**config.mk**
```make
export PLATFORM = sky130hd
export DESIGN_NAME = spike_count_top
export DESIGN_NICKNAME = d
export VERILOG_FILES = /design/src/spike_count_pkg.sv /design/src/spike_sync.sv /design/src/window_sequencer.sv /design/src/spike_counter.sv /design/src/frame_readout.sv /design/src/spike_count_top.sv
export SDC_FILE = /design/constraint.sdc
export NUM_CORES = 1
export LEC_CHECK = 0
export BUFFER_PORTS_ARGS = -buffer_cell sky130_fd_sc_hd__buf_2
export CORE_MARGIN = 2
export CORE_UTILIZATION = 55
export DETAILED_ROUTE_END_ITERATION = 7
export PLACE_DENSITY = 0.81
export SLEW_MARGIN = 20
export SYNTH_ARGS = -nofsm -noshare
export SYNTH_HDL_FRONTEND = slang
export SYNTH_HIERARCHICAL = 1
export SYNTH_SLANG_ARGS = --single-unit
```
**constraint.sdc**
```tcl
create_clock -name fast_clk -period 2.7 [get_ports fast_clk]
set_input_delay 0.54 -clock fast_clk [delete_from_list [all_inputs] [get_ports fast_clk]]
set_output_delay 0.54 -clock fast_clk [all_outputs]
set_load 0.05 [all_outputs]
```
**src/spike_count_pkg.sv**
```systemverilog
package spike_count_pkg;

    // defaults picked up by the top level
    parameter int DEFAULT_N_CHANNELS = 4;
    parameter int DEFAULT_CNT_WIDTH  = 16;
    parameter int DEFAULT_WIN_WIDTH  = 24;

    // window sequencer states
    typedef enum logic {
        seq_idle     = 1'b0,
        seq_counting = 1'b1
    } seq_state_t;

    // channel index width, at least one bit even for a single channel
    function automatic int ch_width(input int n);
        if (n > 1) begin
            return $clog2(n);
        end
        return 1;
    endfunction

endpackage

```
**src/spike_sync.sv**
```systemverilog
`timescale 1ns/100ps

module spike_sync #(
    parameter int N_CHANNELS = 4
) (
    input  logic                  fast_clk,
    input  logic                  reset,
    input  logic [N_CHANNELS-1:0] spike,
    input  logic                  slow_clk,
    output logic [N_CHANNELS-1:0] spike_event,
    output logic                  slow_rise
);

    // spike lanes plus slow_clk in the top bit
    localparam int N_IN = N_CHANNELS + 1;

    logic [N_IN-1:0] sync_1;
    logic [N_IN-1:0] sync_2;
    logic [N_IN-1:0] prev;
    logic [N_IN-1:0] rise_q;

    always_ff @(posedge fast_clk or posedge reset) begin
        if (reset) begin
            sync_1 <= '0;
            sync_2 <= '0;
            prev   <= '0;
            rise_q <= '0;
        end else begin
            // first flop may go metastable, second one settles it
            sync_1 <= {slow_clk, spike};
            sync_2 <= sync_1;
            prev   <= sync_2;
            // registered edge pulse, three cycles after first sample
            rise_q <= sync_2 & ~prev;
        end
    end

    assign spike_event = rise_q[N_CHANNELS-1:0];
    assign slow_rise   = rise_q[N_CHANNELS];

endmodule

```
**src/window_sequencer.sv**
```systemverilog
`timescale 1ns/100ps

module window_sequencer #(
    parameter int WIN_WIDTH = 24
) (
    input  logic                 fast_clk,
    input  logic                 reset,
    input  logic                 slow_rise,
    output logic                 window_end,
    output logic [WIN_WIDTH-1:0] window_cycles
);

    import spike_count_pkg::*;

    seq_state_t           state;
    logic [WIN_WIDTH-1:0] cycle_cnt;
    logic [WIN_WIDTH-1:0] cycle_cnt_inc;

    // saturating increment, a stuck slow_clk must not wrap the measurement
    assign cycle_cnt_inc = (&cycle_cnt) ? cycle_cnt : cycle_cnt + 1'b1;

    always_ff @(posedge fast_clk or posedge reset) begin
        if (reset) begin
            state         <= seq_idle;
            cycle_cnt     <= '0;
            window_end    <= 1'b0;
            window_cycles <= '0;
        end else begin
            window_end <= 1'b0;
            case (state)
                seq_idle: begin
                    // leave idle on the first clock after reset release
                    state <= seq_counting;
                end
                seq_counting: begin
                    if (slow_rise) begin
                        window_end    <= 1'b1;
                        window_cycles <= cycle_cnt_inc;
                        // the window_end cycle is cycle zero of the next window
                        cycle_cnt     <= '0;
                    end else begin
                        cycle_cnt <= cycle_cnt_inc;
                    end
                end
                default: begin
                    state <= seq_idle;
                end
            endcase
        end
    end

endmodule

```
**src/spike_counter.sv**
```systemverilog
`timescale 1ns/100ps

module spike_counter #(
    parameter int CNT_WIDTH = 16
) (
    input  logic                 fast_clk,
    input  logic                 reset,
    input  logic                 spike_event,
    input  logic                 window_end,
    output logic [CNT_WIDTH-1:0] snap_count,
    output logic                 snap_saturated
);

    logic [CNT_WIDTH-1:0] cnt;
    logic                 sat;
    logic [CNT_WIDTH-1:0] cnt_next;
    logic                 sat_next;

    // count including this cycle's event, stops at all ones
    always_comb begin
        cnt_next = cnt;
        if (spike_event && !(&cnt)) begin
            cnt_next = cnt + 1'b1;
        end
        sat_next = sat | (&cnt_next);
    end

    always_ff @(posedge fast_clk or posedge reset) begin
        if (reset) begin
            cnt            <= '0;
            sat            <= 1'b0;
            snap_count     <= '0;
            snap_saturated <= 1'b0;
        end else if (window_end) begin
            // hand over the total and restart in the same edge,
            // so a coincident event lands in this snapshot only
            snap_count     <= cnt_next;
            snap_saturated <= sat_next;
            cnt            <= '0;
            sat            <= 1'b0;
        end else begin
            cnt <= cnt_next;
            sat <= sat_next;
        end
    end

endmodule

```
**src/frame_readout.sv**
```systemverilog
`timescale 1ns/100ps

module frame_readout #(
    parameter int N_CHANNELS = 4,
    parameter int CNT_WIDTH  = 16
) (
    input  logic                                            fast_clk,
    input  logic                                            reset,
    input  logic                                            window_end,
    input  logic [N_CHANNELS*CNT_WIDTH-1:0]                 snap_count,
    input  logic [N_CHANNELS-1:0]                           snap_saturated,
    output logic                                            count_valid,
    output logic [spike_count_pkg::ch_width(N_CHANNELS)-1:0] count_channel,
    output logic [CNT_WIDTH-1:0]                            count_value,
    output logic                                            count_saturated,
    output logic                                            frame_overrun
);

    import spike_count_pkg::*;

    localparam int CH_WIDTH = ch_width(N_CHANNELS);
    localparam logic [CH_WIDTH-1:0] LAST_CH = CH_WIDTH'(N_CHANNELS - 1);

    logic                busy;
    logic [CH_WIDTH-1:0] ch_idx;
    logic                overrun_q;

    always_ff @(posedge fast_clk or posedge reset) begin
        if (reset) begin
            busy      <= 1'b0;
            ch_idx    <= '0;
            overrun_q <= 1'b0;
        end else begin
            overrun_q <= 1'b0;
            if (window_end) begin
                // a new snapshot cuts off any frame still in flight
                overrun_q <= busy;
                busy      <= 1'b1;
                ch_idx    <= '0;
            end else if (busy) begin
                if (ch_idx == LAST_CH) begin
                    busy   <= 1'b0;
                    ch_idx <= '0;
                end else begin
                    ch_idx <= ch_idx + 1'b1;
                end
            end
        end
    end

    assign count_valid   = busy;
    assign count_channel = ch_idx;
    assign frame_overrun = overrun_q;

    // snapshot lanes are registers that only move on window_end,
    // the same edge that restarts the index at channel 0
    assign count_value     = snap_count[ch_idx*CNT_WIDTH +: CNT_WIDTH];
    assign count_saturated = snap_saturated[ch_idx];

endmodule

```
**src/spike_count_top.sv**
```systemverilog
`timescale 1ns/100ps

module spike_count_top #(
    parameter int N_CHANNELS = spike_count_pkg::DEFAULT_N_CHANNELS,
    parameter int CNT_WIDTH  = spike_count_pkg::DEFAULT_CNT_WIDTH,
    parameter int WIN_WIDTH  = spike_count_pkg::DEFAULT_WIN_WIDTH
) (
    input  logic                                             fast_clk,
    input  logic                                             reset,
    input  logic [N_CHANNELS-1:0]                            spike,
    input  logic                                             slow_clk,
    output logic                                             window_end,
    output logic [WIN_WIDTH-1:0]                             window_cycles,
    output logic                                             count_valid,
    output logic [spike_count_pkg::ch_width(N_CHANNELS)-1:0] count_channel,
    output logic [CNT_WIDTH-1:0]                             count_value,
    output logic                                             count_saturated,
    output logic                                             frame_overrun
);

    logic [N_CHANNELS-1:0]           spike_event;
    logic                            slow_rise;
    logic [N_CHANNELS*CNT_WIDTH-1:0] snap_count;
    logic [N_CHANNELS-1:0]           snap_saturated;

    spike_sync #(
        .N_CHANNELS (N_CHANNELS)
    ) u_spike_sync (
        .fast_clk    (fast_clk),
        .reset       (reset),
        .spike       (spike),
        .slow_clk    (slow_clk),
        .spike_event (spike_event),
        .slow_rise   (slow_rise)
    );

    window_sequencer #(
        .WIN_WIDTH (WIN_WIDTH)
    ) u_window_sequencer (
        .fast_clk      (fast_clk),
        .reset         (reset),
        .slow_rise     (slow_rise),
        .window_end    (window_end),
        .window_cycles (window_cycles)
    );

    // one counter per spike lane
    for (genvar c = 0; c < N_CHANNELS; c++) begin : g_counter
        spike_counter #(
            .CNT_WIDTH (CNT_WIDTH)
        ) u_spike_counter (
            .fast_clk       (fast_clk),
            .reset          (reset),
            .spike_event    (spike_event[c]),
            .window_end     (window_end),
            .snap_count     (snap_count[c*CNT_WIDTH +: CNT_WIDTH]),
            .snap_saturated (snap_saturated[c])
        );
    end

    frame_readout #(
        .N_CHANNELS (N_CHANNELS),
        .CNT_WIDTH  (CNT_WIDTH)
    ) u_frame_readout (
        .fast_clk        (fast_clk),
        .reset           (reset),
        .window_end      (window_end),
        .snap_count      (snap_count),
        .snap_saturated  (snap_saturated),
        .count_valid     (count_valid),
        .count_channel   (count_channel),
        .count_value     (count_value),
        .count_saturated (count_saturated),
        .frame_overrun   (frame_overrun)
    );

endmodule

```
Yosys cells after proc, flatten, opt, wreduce, memory -nomap -nowiden:

Index checks and enable logic that the tools add are counted.

* $add $sub $neg: 6
* $lt $le $gt $ge: 1
* equality and inequality tests: 1
* shift-type cells: 1
* multiplexer cells: 25
* bitwise gates (word level): 6
* reduce and logical (&&, ||, !) cells: 19

Operators by type and width (count)
* 2-to-1 mux 16 bit: 8
* AND reduction 16 bit: 8
* adder 16 x 1 -> 16 bit, second input constant: 4
* indexed part select 64 x 7 -> 16 bit: 1
* 2-to-1 mux 24 bit: 2
* adder 24 x 1 -> 24 bit, second input constant: 1
* AND reduction 24 bit: 1
* 2-to-1 mux 1 bit: 11
* 2-to-1 mux 2 bit: 3
* AND 5 bit: 1
* inverter 5 bit: 1
* logical AND 1 bit: 4
* logical NOT 1 bit: 4
* OR 1 bit: 4
* less-than comparator 2 x 3 -> 1 bit, second input constant: 1
* adder 2 x 1 -> 2 bit, second input constant: 1
* binary-select mux 1 bit (select 2 bit): 1
* == test 2 bit, second input constant: 1
* AND reduction 2 bit: 1
* nonzero test 2 bit: 1

* register bits: 210
* input bits: 7
* output and inout bits: 46
* logic and storage cells: 86

Depth between registers and ports, before layout:

* depth in word-level cells: 7
* depth in mapped cells: 9

Cells and area by module:

The synthesis kept the hierarchy.

Modules (own cells, without submodules)
* spike_counter: times used 4, cells an instance 174, area each 1825.5 um^2
* window_sequencer: times used 1, cells an instance 285, area each 2735.1 um^2
* frame_readout: times used 1, cells an instance 35, area each 633.1 um^2
* spike_sync: times used 1, cells an instance 26, area each 573.0 um^2

Least setup slack after synthesis:

No wires, ideal clock.

* path kind: register -> register
* start: reg g_counter[0].u_spike_counter.cnt[0]
* end: reg g_counter[0].u_spike_counter.snap_saturated
* setup time: 73 ps
* arrival time: 2339 ps
* data required time: 2627 ps
* slack: 288 ps
* cell stages (with the launch flop): 9
* path buffers: 1
* cell sequence: dfrtp_1 ha_1 clkbuf_1 nand3_1 o41ai_2 mux2_1 a311oi_1 a41oi_2 a21oi_2

* word-level cells in the longest chain between the ends: 6
* elaborated cells on any way between the ends: 7

Ends and longest elaborated chain
* start, declared: line spike_counter.sv:14 `logic [CNT_WIDTH-1:0] cnt;`
* start signal, assigned: line spike_counter.sv:42 `cnt <= cnt_next;`
* parallel branches: the longest is 3 deep, another holds adder 16 x 1 -> 16 bit
* 2-to-1 mux 16 bit (*): line spike_counter.sv:22 `if (spike_event && !(&cnt)) begin`
* AND reduction 16 bit (*): line spike_counter.sv:25 `sat_next = sat | (&cnt_next);`
* OR 1 bit (*): line spike_counter.sv:25
* end signal, assigned: line spike_counter.sv:38 `snap_saturated <= sat_next;`
* end, declared: line spike_counter.sv:11 `output logic snap_saturated`

Every way passes the cells marked *.
A chain may end at the register's enable or synchronous reset.

Final worst setup path:

* start: reg u_frame_readout.ch_idx[0], in the netlist u_frame_readout/count_channel[0]
* end: out count_value[1]

* word-level cells in the longest chain between the ends: 1

Ends and longest elaborated chain
* start, declared: line frame_readout.sv:25 `logic [CH_WIDTH-1:0] ch_idx;`
* start signal, assigned: line frame_readout.sv:45 `ch_idx <= ch_idx + 1'b1;`
* indexed part select 64 x 7 -> 16 bit: line frame_readout.sv:57 `assign count_value = snap_count[ch_idx*CNT_WIDTH +: CNT_WIDTH];`
* end, declared: line spike_count_top.sv:16 `output logic [CNT_WIDTH-1:0] count_value,`

No other way between the ends.

==> flow_summary.yaml <==
floorplanning:
  initial_utilization: 0.557
  dieArea_um2: 21600
  core_um2: 20200
  rows: 52
  fp.dieW_um: 147
  ios: 53
  die_height_um: 147
timing:
  hold-worst-slack_ps: 131
  min_period_ps: 2590
  finalWorstSetupSlack_ps: 108
  tns_ps: 0
  slew_headroom: 0.488
  slew_violations: 0
  hold_viol: 0
  fmax_mhz: 386
  finClkSkew_ps: 7.97
  worst_pin_slew_ps: 767
  fin_crit_sh: 0.960
  setup_viol: 0
  rsz0062_at_grt: "no"
placement:
  routabilityCongestion: 0.906
  dp_hpwl_um: 17200
  io_buffers: 52
  dp_slack_ps: 257
  dp.cells: 1335
final_layout:
  area_growth_pct: 10.7
  nets: 1105
  fin_cells: 1379
  final_core_util: 0.617
  drive_gt1_frac: 0.208
  fillers: 1553
global_route:
  grt_start_max_net_pins: 99
  antenna_found_initial: 0
  grt_pass1_wl_um: 40800
  grt_pass1_vias: 7990
  grt_use_total: 0.231
  grt-ovfl-total: 0
detailed_routing:
  viasPerCell: 6.01
  final_antenna_net_count: 0
  wl_um: 24800
  avgRoutedWirePerCell_um: 18.0
  drc: 0
  drt_iter0_markers: 687
  vias: 8283
  dr.pass1.iters: 5
setup_path:
  crit_arrival_ps: 2050
  timing.rr.start: "g_counter[1].u_spike_counter/cnt[0]"
  required_ps: 2160
  endpoint_kind: "output pin"
  cp-start-kind: "register"
  worstSetupStartpoint: "u_frame_readout/count_channel[0]"
  crit_fanout: 16
  path_class: "reg2out"
clock_network:
  cts_root_buffer: "clkbuf_16"
  cts_made_buffers: 24
  clock_path_buffers: 3
  cts_tree: "yes"
  cts_sinks: 210
  cts_max_level: 1
  clk-insertion-delay-late_ps: 510
  path_clk_slew_ps: 60
  post_cts_buffers: 0
synthesis:
  synth_top_area_cell: "dfrtp_1"
  synth_top_area_frac: 0.467
  synth_seq_cells: 210
  synth_area_leaders: "dfrtp_1 47%, nor2_1 4.5%, a21oi_1 2.7%"
  synth_seq_area_share: 0.467
  ys_warn_count: 6
  synth_flop_cell: "dfrtp_1"
  synth_nets: 1055
  yosysUniqueCellTypes: 76
  syn_area_um2: 11200
  async_flop_share: 1.00
  syn_avg_cell_area_um2: 10.8
  syn_inst: 1042
  synth_edf_count: 0
job:
  maxCapViolations: 0
min_path:
  hp-class: "in2reg"
  hold_path_startpoint: "spike[2]"
pwr:
  pwr_density_cell_nw_per_um2: 740
  irDropWorstVdd_mv: 0.579
  p_leak_uw: 0.00534
run_status:
  outcome: "complete, no violations"
==> area by class of cell <==
| cell class | count | area (um2) | share of cell area |
|---|---|---|---|
| timing repair buffer | 83 | 558 | 0.0448 |
| clock inverter | 8 | 106 | 0.00854 |
| antenna | 1 | 2.50 | 0.000201 |
| inverter | 47 | 176 | 0.0142 |
| clock buffer | 34 | 669 | 0.0538 |
| multi-input combinational | 726 | 5340 | 0.429 |
| sequential | 210 | 5260 | 0.423 |
| tap | 270 | 338 | 0.0271 |
==> kinds of logic after synthesis <==
family,count (synthesis),synth area share
fa+ha+maj,6,0.00668
flops,210,0.467
compound gates,226,0.146
other cells,1,0.000334
mux,55,0.0722
simple gates,393,0.214
xor+xnor,45,0.0351
buf+inv,106,0.0580
==> state kept, by name, indices dropped and copies added, names as in the netlist <==
register	cells
g_counter.u_spike_counter/cnt	64
u_spike_sync/sync_2	5
u_window_sequencer/window_cycles	24
u_frame_readout/frame_overrun	1
u_frame_readout/count_channel	2
u_window_sequencer/window_end	1
g_counter.u_spike_counter/snap_saturated	4
u_window_sequencer/state	1
g_counter.u_spike_counter/snap_count	64
u_spike_sync/rise_q	5
u_spike_sync/prev	5
u_frame_readout/count_valid	1
u_spike_sync/sync_1	5
g_counter.u_spike_counter/sat	4
u_window_sequencer/cycle_cnt	24
==> critical path, stage by stage, from the launching register on <==
cell     delay (ps)
dfrtp_2         450
buf_12          190
mux4_1          640
buf_2           250
==> final timing paths <==
path | endpoint | slack [ps] | depth (start not counted)
max in group asynchronous | g_counter[2].u_spike_counter/snap_count[13] | 1350 | 4
max reg2reg | g_counter[1].u_spike_counter/snap_saturated | 200 | 7
min in group asynchronous | u_frame_readout/count_valid | 570 | 3
min | u_spike_sync/sync_1[2] | 130 | 1
max | count_value[1] | 110 | 3
min reg2reg | u_spike_sync/sync_2[0] | 350 | 0
==> layout by cell type (no fill, tap or decap), drive strengths merged, types with 34 or more instances in the layout <==
master,Yosys,routed
o21ai,58,58
dfrtp,210,210
nand4,39,39
buf,16,82
nand2,48,48
inv,47,49
nor2,135,135
clkbuf,39,34
a21oi,66,66
==> cell usage after synthesis, drive strengths merged, types with 13 or more instances <==
cell	n
a21oi	66
a22o	13
and2	24
and3	15
buf	16
clkbuf	39
dfrtp	210
inv	47
mux2i	26
mux4	17
nand2	48
nand3	33
nand4	39
nor2	135
nor2b	17
nor3	22
o21ai	58
o31ai	14
or4	14
xnor2	33
==> stage by stage <==
stage	total power (uW)	area [um2]
after floorplan	5530	11200
after global placement	5960	11700
after detailed placement	6030	11700
after global routing	9600	12400
after CTS	9260	12400
final	9220	12400
==> power by group <==
group          internal (uW)  switching [uW]
registers               3490             472
clock network           1930            1270
logic                    747            1310
==> per-layer routing <==
metal,GRT usage,routed length (um),vias to the layer above
met1,0.318,10900,4087
li1,-,-,3894
met4,0.0837,824,0
met3,0.0416,1410,56
met5,0,0,-
met2,0.372,11700,246
==> timing repair <==
action,4_1_cts,5_1_grt
gates resized for setup,0,2
hold endpoints to repair,4,0
endpoints found under the setup margin,0,5
hold buffers,1,0
No activity file was read; power rests on OpenSTA's default activity.
